===== config.mk =====
export PLATFORM = sky130hd
export DESIGN_NAME = pid_controller
export DESIGN_NICKNAME = d
export VERILOG_FILES = /design/src/pid_pkg.sv /design/src/pid_cfg_if.sv /design/src/pid_controller.sv /design/src/pid_out_queue.sv /design/src/pid_pipeline.sv /design/src/pid_regs.sv
export SDC_FILE = /design/constraint.sdc
export NUM_CORES = 2
export LEC_CHECK = 0
export BUFFER_PORTS_ARGS = -buffer_cell sky130_fd_sc_hd__buf_2
export CORE_AREA = 2 2 458 460
export DETAILED_ROUTE_END_ITERATION = 12
export DIE_AREA = 0 0 460 462
export PLACE_DENSITY = 0.46
export SYNTH_ARGS = -nofsm -noshare
export SYNTH_HDL_FRONTEND = slang
export SYNTH_SLANG_ARGS = --single-unit

===== constraint.sdc =====
create_clock -name wr_en -period 14.3 [get_ports wr_en]
set_input_delay 2.86 -clock wr_en [delete_from_list [all_inputs] [get_ports wr_en]]
set_output_delay 2.86 -clock wr_en [all_outputs]
set_load 0.005 [all_outputs]

===== src/pid_pkg.sv =====
`default_nettype none

package pid_pkg;

    // ------------------------------------------------------------
    // Datapath sizes
    // ------------------------------------------------------------
    localparam int N_CHAN    = 4;
    localparam int CHAN_W    = 2;
    localparam int DATA_W    = 16;
    // Gains are Q8.8
    localparam int COEF_W    = 16;
    localparam int COEF_FRAC = 8;
    localparam int INTEG_W   = 24;
    localparam int ACC_W     = 48;

    // ------------------------------------------------------------
    // AXI4-Lite register map
    // ------------------------------------------------------------
    localparam int AXI_ADDR_W = 8;
    localparam int AXI_DATA_W = 32;

    // Offsets inside one channel block
    localparam logic [AXI_ADDR_W-1:0] REG_SETPOINT = 8'h00;
    localparam logic [AXI_ADDR_W-1:0] REG_KP       = 8'h04;
    localparam logic [AXI_ADDR_W-1:0] REG_KI       = 8'h08;
    localparam logic [AXI_ADDR_W-1:0] REG_KD       = 8'h0C;
    localparam logic [AXI_ADDR_W-1:0] CHAN_STRIDE  = 8'h10;
    localparam logic [AXI_ADDR_W-1:0] REG_CTRL     = 8'h40;

    // CTRL bits 3..0 enable the channels
    localparam int CTRL_CLR_BIT = 8;

    localparam logic [1:0] RESP_OKAY   = 2'b00;
    localparam logic [1:0] RESP_SLVERR = 2'b10;

endpackage

`default_nettype wire


===== src/pid_cfg_if.sv =====
`timescale 1ns/100ps
`default_nettype none

interface pid_cfg_if (
    input logic wr_en
);
    import pid_pkg::*;

    // Channel select comes from the pipeline, the rest answers it
    logic [CHAN_W-1:0]        cfg_chan;
    logic signed [DATA_W-1:0] setpoint;
    logic signed [COEF_W-1:0] kp;
    logic signed [COEF_W-1:0] ki;
    logic signed [COEF_W-1:0] kd;
    logic [N_CHAN-1:0]        enable;
    logic                     clr_integ;

    modport regs (
        input  cfg_chan,
        output setpoint, kp, ki, kd, enable, clr_integ
    );

    modport pipe (
        output cfg_chan,
        input  setpoint, kp, ki, kd, enable, clr_integ
    );

endinterface

`default_nettype wire


===== src/pid_controller.sv =====
`timescale 1ns/100ps
`default_nettype none

module pid_controller (
    input  logic                               wr_en,
    input  logic                               arst_n,
    // AXI4-Lite host port
    input  logic [pid_pkg::AXI_ADDR_W-1:0]     s_axi_awaddr,
    input  logic                               s_axi_awvalid,
    output logic                               s_axi_awready,
    input  logic [pid_pkg::AXI_DATA_W-1:0]     s_axi_wdata,
    input  logic [pid_pkg::AXI_DATA_W/8-1:0]   s_axi_wstrb,
    input  logic                               s_axi_wvalid,
    output logic                               s_axi_wready,
    output logic [1:0]                         s_axi_bresp,
    output logic                               s_axi_bvalid,
    input  logic                               s_axi_bready,
    input  logic [pid_pkg::AXI_ADDR_W-1:0]     s_axi_araddr,
    input  logic                               s_axi_arvalid,
    output logic                               s_axi_arready,
    output logic [pid_pkg::AXI_DATA_W-1:0]     s_axi_rdata,
    output logic [1:0]                         s_axi_rresp,
    output logic                               s_axi_rvalid,
    input  logic                               s_axi_rready,
    // Sample and result streams
    input  logic                               sample_valid,
    output logic                               sample_ready,
    input  logic [pid_pkg::CHAN_W-1:0]         sample_chan,
    input  logic signed [pid_pkg::DATA_W-1:0]  sample_data,
    output logic                               result_valid,
    input  logic                               result_ready,
    output logic [pid_pkg::CHAN_W-1:0]         result_chan,
    output logic signed [pid_pkg::DATA_W-1:0]  result_data
);
    import pid_pkg::*;

    logic                     pipe_valid;
    logic [CHAN_W-1:0]        pipe_chan;
    logic signed [DATA_W-1:0] pipe_data;
    logic [1:0]               pipe_busy;

    pid_cfg_if i_cfg (.wr_en(wr_en));

    // ------------------------------------------------------------
    // Register block beside the pipeline
    // ------------------------------------------------------------
    pid_regs i_regs (
        .wr_en         (wr_en),
        .arst_n        (arst_n),
        .s_axi_awaddr  (s_axi_awaddr),
        .s_axi_awvalid (s_axi_awvalid),
        .s_axi_awready (s_axi_awready),
        .s_axi_wdata   (s_axi_wdata),
        .s_axi_wstrb   (s_axi_wstrb),
        .s_axi_wvalid  (s_axi_wvalid),
        .s_axi_wready  (s_axi_wready),
        .s_axi_bresp   (s_axi_bresp),
        .s_axi_bvalid  (s_axi_bvalid),
        .s_axi_bready  (s_axi_bready),
        .s_axi_araddr  (s_axi_araddr),
        .s_axi_arvalid (s_axi_arvalid),
        .s_axi_arready (s_axi_arready),
        .s_axi_rdata   (s_axi_rdata),
        .s_axi_rresp   (s_axi_rresp),
        .s_axi_rvalid  (s_axi_rvalid),
        .s_axi_rready  (s_axi_rready),
        .cfg           (i_cfg.regs)
    );

    pid_pipeline i_pipeline (
        .wr_en        (wr_en),
        .arst_n       (arst_n),
        .sample_valid (sample_valid),
        .sample_ready (sample_ready),
        .sample_chan  (sample_chan),
        .sample_data  (sample_data),
        .out_valid    (pipe_valid),
        .out_chan     (pipe_chan),
        .out_data     (pipe_data),
        .busy         (pipe_busy),
        .cfg          (i_cfg.pipe)
    );

    pid_out_queue i_queue (
        .wr_en        (wr_en),
        .arst_n       (arst_n),
        .push_valid   (pipe_valid),
        .push_chan    (pipe_chan),
        .push_data    (pipe_data),
        .pipe_busy    (pipe_busy),
        .sample_ready (sample_ready),
        .result_valid (result_valid),
        .result_ready (result_ready),
        .result_chan  (result_chan),
        .result_data  (result_data)
    );

endmodule

`default_nettype wire


===== src/pid_out_queue.sv =====
`timescale 1ns/100ps
`default_nettype none

module pid_out_queue (
    input  logic                               wr_en,
    input  logic                               arst_n,
    input  logic                               push_valid,
    input  logic [pid_pkg::CHAN_W-1:0]         push_chan,
    input  logic signed [pid_pkg::DATA_W-1:0]  push_data,
    input  logic [1:0]                         pipe_busy,
    output logic                               sample_ready,
    output logic                               result_valid,
    input  logic                               result_ready,
    output logic [pid_pkg::CHAN_W-1:0]         result_chan,
    output logic signed [pid_pkg::DATA_W-1:0]  result_data
);
    import pid_pkg::*;

    logic [CHAN_W-1:0]        mem_chan [4];
    logic signed [DATA_W-1:0] mem_data [4];
    logic [1:0]               wr_ptr;
    logic [1:0]               rd_ptr;
    logic [2:0]               count;
    logic [2:0]               occupied;
    logic                     pop;
    logic                     ready_en;

    assign pop = result_valid && result_ready;

    // Slots promised to results still in the pipeline count as used
    assign occupied     = count - {2'b0, pop} + {1'b0, pipe_busy};
    assign sample_ready = ready_en && (occupied < 3'd4);

    // Show-ahead head of the queue
    assign result_chan = mem_chan[rd_ptr];
    assign result_data = mem_data[rd_ptr];

    always_ff @(posedge wr_en) begin
        if (push_valid) begin
            mem_chan[wr_ptr] <= push_chan;
            mem_data[wr_ptr] <= push_data;
        end
    end

    always_ff @(posedge wr_en or negedge arst_n) begin
        if (!arst_n) begin
            ready_en     <= 1'b0;
            wr_ptr       <= '0;
            rd_ptr       <= '0;
            count        <= '0;
            result_valid <= 1'b0;
        end else begin
            ready_en <= 1'b1;
            if (push_valid) begin
                wr_ptr <= wr_ptr + 2'd1;
            end
            if (pop) begin
                rd_ptr <= rd_ptr + 2'd1;
            end
            count <= count + {2'b0, push_valid} - {2'b0, pop};
            // A fresh entry shows one cycle after its write
            result_valid <= (count - {2'b0, pop}) != 3'd0;
        end
    end

    assert property (@(posedge wr_en) disable iff (!arst_n) push_valid |-> count != 3'd4);

endmodule

`default_nettype wire


===== src/pid_pipeline.sv =====
`timescale 1ns/100ps
`default_nettype none

module pid_pipeline (
    input  logic                               wr_en,
    input  logic                               arst_n,
    input  logic                               sample_valid,
    input  logic                               sample_ready,
    input  logic [pid_pkg::CHAN_W-1:0]         sample_chan,
    input  logic signed [pid_pkg::DATA_W-1:0]  sample_data,
    output logic                               out_valid,
    output logic [pid_pkg::CHAN_W-1:0]         out_chan,
    output logic signed [pid_pkg::DATA_W-1:0]  out_data,
    output logic [1:0]                         busy,
    pid_cfg_if.pipe                            cfg
);
    import pid_pkg::*;

    logic                      accept;
    logic                      s1_valid;
    logic                      s1_en;
    logic [CHAN_W-1:0]         s1_chan;
    logic signed [DATA_W:0]    s1_err;
    logic signed [COEF_W-1:0]  s1_kp;
    logic signed [COEF_W-1:0]  s1_ki;
    logic signed [COEF_W-1:0]  s1_kd;
    logic                      s2_valid;
    logic                      s2_en;
    logic [CHAN_W-1:0]         s2_chan;
    logic signed [ACC_W-1:0]   s2_pp;
    logic signed [ACC_W-1:0]   s2_pi;
    logic signed [ACC_W-1:0]   s2_pd;

    // Per-channel state
    logic signed [INTEG_W-1:0] integ_mem [N_CHAN];
    logic signed [DATA_W:0]    eprev_mem [N_CHAN];

    logic signed [INTEG_W:0]   integ_sum;
    logic signed [INTEG_W-1:0] integ_new;
    logic signed [DATA_W+1:0]  d_err;
    logic signed [ACC_W-1:0]   acc_sum;
    logic signed [ACC_W-1:0]   acc_shr;
    logic signed [DATA_W-1:0]  sat_data;

    assign accept       = sample_valid && sample_ready;
    assign cfg.cfg_chan = sample_chan;
    assign busy         = {1'b0, s1_valid} + {1'b0, s2_valid} + {1'b0, out_valid};

    always_ff @(posedge wr_en or negedge arst_n) begin
        if (!arst_n) begin
            s1_valid  <= 1'b0;
            s2_valid  <= 1'b0;
            out_valid <= 1'b0;
        end else begin
            s1_valid  <= accept;
            s2_valid  <= s1_valid;
            out_valid <= s2_valid;
        end
    end

    // ------------------------------------------------------------
    // Stage 2 and 3 arithmetic
    // ------------------------------------------------------------
    always_comb begin
        integ_sum = (INTEG_W+1)'(integ_mem[s1_chan]) + (INTEG_W+1)'(s1_err);
        if (integ_sum[INTEG_W] != integ_sum[INTEG_W-1]) begin
            integ_new = {integ_sum[INTEG_W], {(INTEG_W-1){~integ_sum[INTEG_W]}}};
        end else begin
            integ_new = integ_sum[INTEG_W-1:0];
        end
        d_err = (DATA_W+2)'(s1_err) - (DATA_W+2)'(eprev_mem[s1_chan]);

        acc_sum = s2_pp + s2_pi + s2_pd;
        acc_shr = acc_sum >>> COEF_FRAC;
        // Upper bits all equal to the sign means it fits
        if (&acc_shr[ACC_W-1:DATA_W-1] || !(|acc_shr[ACC_W-1:DATA_W-1])) begin
            sat_data = acc_shr[DATA_W-1:0];
        end else begin
            sat_data = {acc_shr[ACC_W-1], {(DATA_W-1){~acc_shr[ACC_W-1]}}};
        end
    end

    always_ff @(posedge wr_en) begin
        // Stage 1 latches coefficients and the error
        s1_chan <= sample_chan;
        s1_en   <= cfg.enable[sample_chan];
        s1_err  <= (DATA_W+1)'(cfg.setpoint) - (DATA_W+1)'(sample_data);
        s1_kp   <= cfg.kp;
        s1_ki   <= cfg.ki;
        s1_kd   <= cfg.kd;
        // Stage 2 products
        s2_chan <= s1_chan;
        s2_en   <= s1_en;
        s2_pp   <= ACC_W'(s1_kp) * ACC_W'(s1_err);
        s2_pi   <= ACC_W'(s1_ki) * ACC_W'(integ_new);
        s2_pd   <= ACC_W'(s1_kd) * ACC_W'(d_err);
        // Stage 3 result, zero for a disabled channel
        out_chan <= s2_chan;
        out_data <= s2_en ? sat_data : '0;
    end

    // State is written on the stage-2 edge, so a following sample of the
    // same channel reads the fresh integrator and previous error
    always_ff @(posedge wr_en or negedge arst_n) begin
        if (!arst_n) begin
            for (int i = 0; i < N_CHAN; i++) begin
                integ_mem[i] <= '0;
                eprev_mem[i] <= '0;
            end
        end else if (cfg.clr_integ) begin
            for (int i = 0; i < N_CHAN; i++) begin
                integ_mem[i] <= '0;
                eprev_mem[i] <= '0;
            end
        end else if (s1_valid && s1_en) begin
            integ_mem[s1_chan] <= integ_new;
            eprev_mem[s1_chan] <= s1_err;
        end
    end

    // Clear wins over a stage-2 update of the same edge
    assert property (@(posedge wr_en) disable iff (!arst_n)
        cfg.clr_integ && s1_valid |=>
            integ_mem[$past(s1_chan)] == '0 && eprev_mem[$past(s1_chan)] == '0);

endmodule

`default_nettype wire


===== src/pid_regs.sv =====
`timescale 1ns/100ps
`default_nettype none

module pid_regs (
    input  logic                              wr_en,
    input  logic                              arst_n,
    input  logic [pid_pkg::AXI_ADDR_W-1:0]    s_axi_awaddr,
    input  logic                              s_axi_awvalid,
    output logic                              s_axi_awready,
    input  logic [pid_pkg::AXI_DATA_W-1:0]    s_axi_wdata,
    input  logic [pid_pkg::AXI_DATA_W/8-1:0]  s_axi_wstrb,
    input  logic                              s_axi_wvalid,
    output logic                              s_axi_wready,
    output logic [1:0]                        s_axi_bresp,
    output logic                              s_axi_bvalid,
    input  logic                              s_axi_bready,
    input  logic [pid_pkg::AXI_ADDR_W-1:0]    s_axi_araddr,
    input  logic                              s_axi_arvalid,
    output logic                              s_axi_arready,
    output logic [pid_pkg::AXI_DATA_W-1:0]    s_axi_rdata,
    output logic [1:0]                        s_axi_rresp,
    output logic                              s_axi_rvalid,
    input  logic                              s_axi_rready,
    pid_cfg_if.regs                           cfg
);
    import pid_pkg::*;

    // Four words per channel block, indexed {chan, word}
    logic [COEF_W-1:0] regfile [4*N_CHAN];
    logic [N_CHAN-1:0] enable_q;
    logic              clr_q;
    logic [5:0]        wsel;
    logic [5:0]        rsel;
    logic [COEF_W-1:0] wmerge;
    logic [COEF_W-1:0] rword;

    // Result is {hit, ctrl, index}
    function automatic logic [5:0] decode(input logic [AXI_ADDR_W-1:0] addr);
        logic [5:0] sel;
        sel = '0;
        if (addr == REG_CTRL) begin
            sel = 6'b110000;
        end else if (addr < N_CHAN * CHAN_STRIDE && addr[1:0] == 2'b00) begin
            sel = {2'b10, 4'((addr / CHAN_STRIDE) * 4 + (addr % CHAN_STRIDE) / 4)};
        end
        return sel;
    endfunction

    assign wsel = decode(s_axi_awaddr);
    assign rsel = decode(s_axi_araddr);

    // Byte lanes not strobed keep their old contents
    assign wmerge = {s_axi_wstrb[1] ? s_axi_wdata[15:8] : regfile[wsel[3:0]][15:8],
                     s_axi_wstrb[0] ? s_axi_wdata[7:0]  : regfile[wsel[3:0]][7:0]};

    assign rword = rsel[4] ? COEF_W'(enable_q) : regfile[rsel[3:0]];

    // ------------------------------------------------------------
    // Write and read channels
    // ------------------------------------------------------------
    always_ff @(posedge wr_en or negedge arst_n) begin
        if (!arst_n) begin
            s_axi_awready <= 1'b0;
            s_axi_wready  <= 1'b0;
            s_axi_bvalid  <= 1'b0;
            s_axi_bresp   <= RESP_OKAY;
            s_axi_arready <= 1'b0;
            s_axi_rvalid  <= 1'b0;
            s_axi_rresp   <= RESP_OKAY;
            s_axi_rdata   <= '0;
            enable_q      <= '0;
            clr_q         <= 1'b0;
            for (int i = 0; i < 4 * N_CHAN; i++) begin
                regfile[i] <= '0;
            end
        end else begin
            clr_q         <= 1'b0;
            s_axi_awready <= s_axi_awvalid && s_axi_wvalid && !s_axi_awready && !s_axi_bvalid;
            s_axi_wready  <= s_axi_awvalid && s_axi_wvalid && !s_axi_awready && !s_axi_bvalid;
            s_axi_arready <= s_axi_arvalid && !s_axi_arready && !s_axi_rvalid;

            if (s_axi_awready) begin
                s_axi_bvalid <= 1'b1;
                s_axi_bresp  <= wsel[5] ? RESP_OKAY : RESP_SLVERR;
                if (wsel[5] && wsel[4]) begin
                    if (s_axi_wstrb[0]) begin
                        enable_q <= s_axi_wdata[N_CHAN-1:0];
                    end
                    clr_q <= s_axi_wstrb[1] && s_axi_wdata[CTRL_CLR_BIT];
                end else if (wsel[5]) begin
                    regfile[wsel[3:0]] <= wmerge;
                end
            end else if (s_axi_bready) begin
                s_axi_bvalid <= 1'b0;
            end

            if (s_axi_arready) begin
                s_axi_rvalid <= 1'b1;
                s_axi_rresp  <= rsel[5] ? RESP_OKAY : RESP_SLVERR;
                s_axi_rdata  <= rsel[5] ? AXI_DATA_W'(rword) : '0;
            end else if (s_axi_rready) begin
                s_axi_rvalid <= 1'b0;
            end
        end
    end

    // Coefficients of the channel the pipeline is looking at
    assign cfg.setpoint  = regfile[{cfg.cfg_chan, 2'(REG_SETPOINT / 4)}];
    assign cfg.kp        = regfile[{cfg.cfg_chan, 2'(REG_KP / 4)}];
    assign cfg.ki        = regfile[{cfg.cfg_chan, 2'(REG_KI / 4)}];
    assign cfg.kd        = regfile[{cfg.cfg_chan, 2'(REG_KD / 4)}];
    assign cfg.enable    = enable_q;
    assign cfg.clr_integ = clr_q;

    // Responses stay put until the host takes them
    assert property (@(posedge wr_en) disable iff (!arst_n)
        s_axi_bvalid && !s_axi_bready |=> s_axi_bvalid && $stable(s_axi_bresp));
    assert property (@(posedge wr_en) disable iff (!arst_n)
        s_axi_rvalid && !s_axi_rready |=> s_axi_rvalid && $stable(s_axi_rdata));

endmodule

`default_nettype wire


==> run_results.csv <==
group,metric,value,unit
outcome,run_status,"finished, final reports clean",
place,io_buffers,103,
critical_path,timing.critical_path.to_type,"flop",
cells_and_area,final_nets,8606,
detailed_routing,route.vias.total,51741,
detailed_routing,drt_pass1_iterations,6,
yosys,yosys-top-cells-area,"sky130_fd_sc_hd__fa_1 27%, sky130_fd_sc_hd__dfrtp_1 16%, sky130_fd_sc_hd__ha_1 6.5%",
die,boundaryPins,140,
yosys,synth_compound_gate_area_share,9.076,%
clock_network,h_tree_levels,3,
place,dpl_worst_slack,1.436,ns
critical_path,cp_max_fo,22,
die,floorplan.die.height,462,um
global_routing,grt_pass1_vias,55198,
cells_and_area,reg_area,17580,um^2
yosys,synth_largest_type_area_fraction,27.25,%
critical_path,reg2reg_slack,1.23,ns
die,floorplan.initialDensity,34.73,%
timing,final.period_utilization,91.42,%
clock_network,cts.repair_timing.setup_buffer_count,0,
timing,accumulated_negative_setup_slack,0,ns
clock_network,cts_hold_buffers,0,
cells_and_area,post_route_cells_drive_above_1_share,12.61,%
min_path,hold_crit_class,"flop to flop",
clock_network,cts-root-to-sink-buffers,3,
yosys,yosys_warnings,0,
yosys,avgSynthCellArea,9.986,um^2
clock_network,tritoncts,"done",
timing,fin_ws,1.227,ns
critical_path,worst_path_most_repeated_cell,"sky130_fd_sc_hd__fa_1",
yosys,synth_ff_type,"sky130_fd_sc_hd__dfrtp_1",
yosys,dominant_combinational_cell_family_by_area_after_synthesis,"adder cells",
yosys,post_synth_fa_ha_maj_area_fraction,33.73,%
clock_network,clk_pin_slew_worst_paths,0.06,ns
yosys,post_synth_num_cell_types,86,
power,power.ir.vdd_worst,0.0001012,V
timing,min_period,13.07,ns
detailed_routing,drc_errors,0,
die,die_w,460,um
yosys,synth-simple-area-share,12.19,%
detailed_routing,routed_wl,224600,um
timing,setup_repair_after_global_routing_missed_its_margin,"false",
yosys,synth_largest_area_cell,"sky130_fd_sc_hd__fa_1",
place,place_hpwl,166300,um
place,gp_routability_congestion,0.8458,
yosys,synth-xor-area-share,2.230,%
global_routing,antenna_found_initial,10,
critical_path,critical-path-max-stage-delay,0.68,ns
power,cellPowerDensity,74.15,nW/um^2
timing,timing_max_transition_violations_final,0,
detailed_routing,antenna_violation_net_count_after_detailed_routing,0,
critical_path,crit_path_start_kind,"flop",
yosys,ys_async_sr_fraction,63.14,%
place,dp.cells,9798,
clock_network,cts_made_buffers,89,
clock_network,clock-root-buffer,"sky130_fd_sc_hd__clkbuf_16",
detailed_routing,drt_first_iter_violations,3559,
cells_and_area,multi_input_comb_area,49010,um^2
yosys,synthesis.instances,7238,
detailed_routing,route.detailed.vias_per_inst,5.189,
global_routing,grt_pass1_wl,348200,um
yosys,syn_area,72280,um^2
die,num_rows,168,
critical_path,critical_path_arrival,13.74,ns
global_routing,global_route.usage.total,21.61,%
run,max-cap-violations,0,
cells_and_area,layout-area-overhead-vs-synth,9.303,%
timing,max_clock_freq,76.50,MHz
critical_path,path_class,"flop to flop",
timing,timing.clock.skew,0.06505,ns
cells_and_area,final_cells,9972,
yosys,synth.ff_latch_count,727,
power,post-layout-total-power,5858,uW
clock_network,cts.sinks,727,
critical_path,crit_required,14.97,ns
yosys,synth-seq-area-share,24.31,%
timing,setup_violations,0,
clock_network,worst_skew_pair_latency,0.74,ns
die,coreArea,208100,um^2
timing,hold_viol,0,
global_routing,grt_overflow_total,0,
global_routing,grt_max_degree,161,
power,power_leakage,0.03599,uW
cells_and_area,layout.filler_cells,20671,
timing,worst-slew-pin-transition,1.157,ns
yosys,synth_edf_count,72,
detailed_routing,drt-wirelength-per-cell,22.52,um
critical_path,timing.critical_path.slowest_stage_cell,"sky130_fd_sc_hd__dfxtp_4",
yosys,yosys-mux-area-fraction,10.28,%
timing,slew_headroom,22.85,%
die,die_area,212500,um^2
clock_network,cts.repair.resized,0,
power breakdown:
part / switching, uW / total [uW] / internal, uW
logic: 723 / 1150 / 426
clock network: 999 / 2430 / 1430
registers: 106 / 2280 / 2180
cells in the mapped netlist (14+ instances only):
master	n
sky130_fd_sc_hd__buf_1	25
sky130_fd_sc_hd__mux2_2	287
sky130_fd_sc_hd__xnor2_1	134
sky130_fd_sc_hd__o221ai_1	25
sky130_fd_sc_hd__nand3_1	33
sky130_fd_sc_hd__edfxtp_1	72
sky130_fd_sc_hd__or2_2	14
sky130_fd_sc_hd__a221oi_1	62
sky130_fd_sc_hd__a21o_1	70
sky130_fd_sc_hd__nand4_1	26
sky130_fd_sc_hd__a21oi_1	344
sky130_fd_sc_hd__o22ai_1	46
sky130_fd_sc_hd__ha_1	374
sky130_fd_sc_hd__clkbuf_1	383
sky130_fd_sc_hd__mux2i_1	57
sky130_fd_sc_hd__nor2b_1	144
sky130_fd_sc_hd__buf_4	19
sky130_fd_sc_hd__nand2_1	862
sky130_fd_sc_hd__mux4_2	161
sky130_fd_sc_hd__nor2_1	346
sky130_fd_sc_hd__xor2_1	50
sky130_fd_sc_hd__a21boi_0	22
sky130_fd_sc_hd__o21ai_0	131
sky130_fd_sc_hd__o21bai_1	16
sky130_fd_sc_hd__a2111oi_0	29
sky130_fd_sc_hd__dfrtp_1	459
sky130_fd_sc_hd__inv_1	1121
sky130_fd_sc_hd__a211oi_1	83
sky130_fd_sc_hd__fa_1	984
sky130_fd_sc_hd__nor3_1	70
sky130_fd_sc_hd__and2_1	287
sky130_fd_sc_hd__o31ai_1	23
sky130_fd_sc_hd__o21a_1	24
sky130_fd_sc_hd__a31oi_1	39
sky130_fd_sc_hd__nand2b_1	56
sky130_fd_sc_hd__o21ai_1	14
sky130_fd_sc_hd__dfxtp_1	196
cell type report:
type                            count  share of cell area, %
Sequential cell                   727                  22.25
Tap cell                         2720                  4.308
Multi-Input combinational cell   4977                  62.03
Antenna cell                        6                0.01900
Clock inverter                     37                 0.6858
Inverter                         1123                  5.336
Clock buffer                      131                  3.266
Timing Repair Buffer              251                  2.102
kinds of logic after synthesis:
kind of cell | after synthesis
buffers and inverters | 1551
adder cells (fa/ha/maj) | 1358
multiplexers | 505
flip-flops | 727
XOR/XNOR | 184
AND/OR/NAND/NOR | 1903
AO/OA/AOI/OAI | 1008
other | 2
through the flow:
step                instance area (um^2)  hold slack [ns]  util (%)
global placement                   75870           0.3997     36.46
global route                       79000           0.3994     37.96
detailed placement                 75870           0.4054     36.46
floorplan                          72340           0.3096         -
CTS                                78990           0.3797     37.96
finish                             79000           0.3918     37.96
flip-flops by register name, summed over array words and instances (netlist names), 17 cells and up:
| register | cells |
|---|---|
| i_pipeline.eprev_mem | 68 |
| i_pipeline.integ_mem | 96 |
| i_pipeline.s1_err | 17 |
| i_pipeline.s2_pd | 34 |
| i_pipeline.s2_pi | 40 |
| i_pipeline.s2_pp | 33 |
| i_queue.mem_data | 64 |
| i_regs.regfile | 256 |
final timing paths:
path                                       startpoint                  endpoint  cells past startpoint
worst min-delay path            i_pipeline.s1_chan[1]     i_pipeline.s2_chan[1]                      0
max in group asynchronous                      arst_n   i_pipeline.eprev_mem[6]                      3
worst min register to register  i_pipeline.s1_chan[1]     i_pipeline.s2_chan[1]                      0
worst max register to register  i_pipeline.s1_chan[0]      i_pipeline.s2_pi[38]                     41
min in group asynchronous                      arst_n  i_pipeline.integ_mem[70]                      1
worst max-delay path            i_pipeline.s1_chan[0]      i_pipeline.s2_pi[38]                     41
layer usage:
metal	part of all wire [%]	GRT usage (%)	routed length [um]	vias up
li1	-	-	-	23365
met1	45	29.38	101200	26826
met2	47	36.23	106600	1272
met3	4.6	2.741	10350	272
met4	2.8	5.876	6385	6
met5	0.019	0	42	-
layout by cell type (no fill, tap or decap), drive strengths merged, types with 147 or more instances in the layout:
| master | count |
|---|---|
| a21oi | 345 |
| nand2 | 862 |
| dfxtp | 196 |
| mux2 | 287 |
| mux4 | 161 |
| fa | 984 |
| ha | 374 |
| and2 | 290 |
| nor2 | 347 |
| dfrtp | 459 |
| o21ai | 147 |
| inv | 1127 |
| buf | 251 |
worst max-delay path: cells and delay by family, from the launching register on:
family,cells,cell delay [ns]
AOI/OAI and AO/OA,17,5.70
DFF,1,0.68
buffers and inverters,7,0.86
adders and majority gates,9,4.03
muxes,1,0.58
and+or+nand+nor,7,1.12
Power figures use the tool's default switching activity.
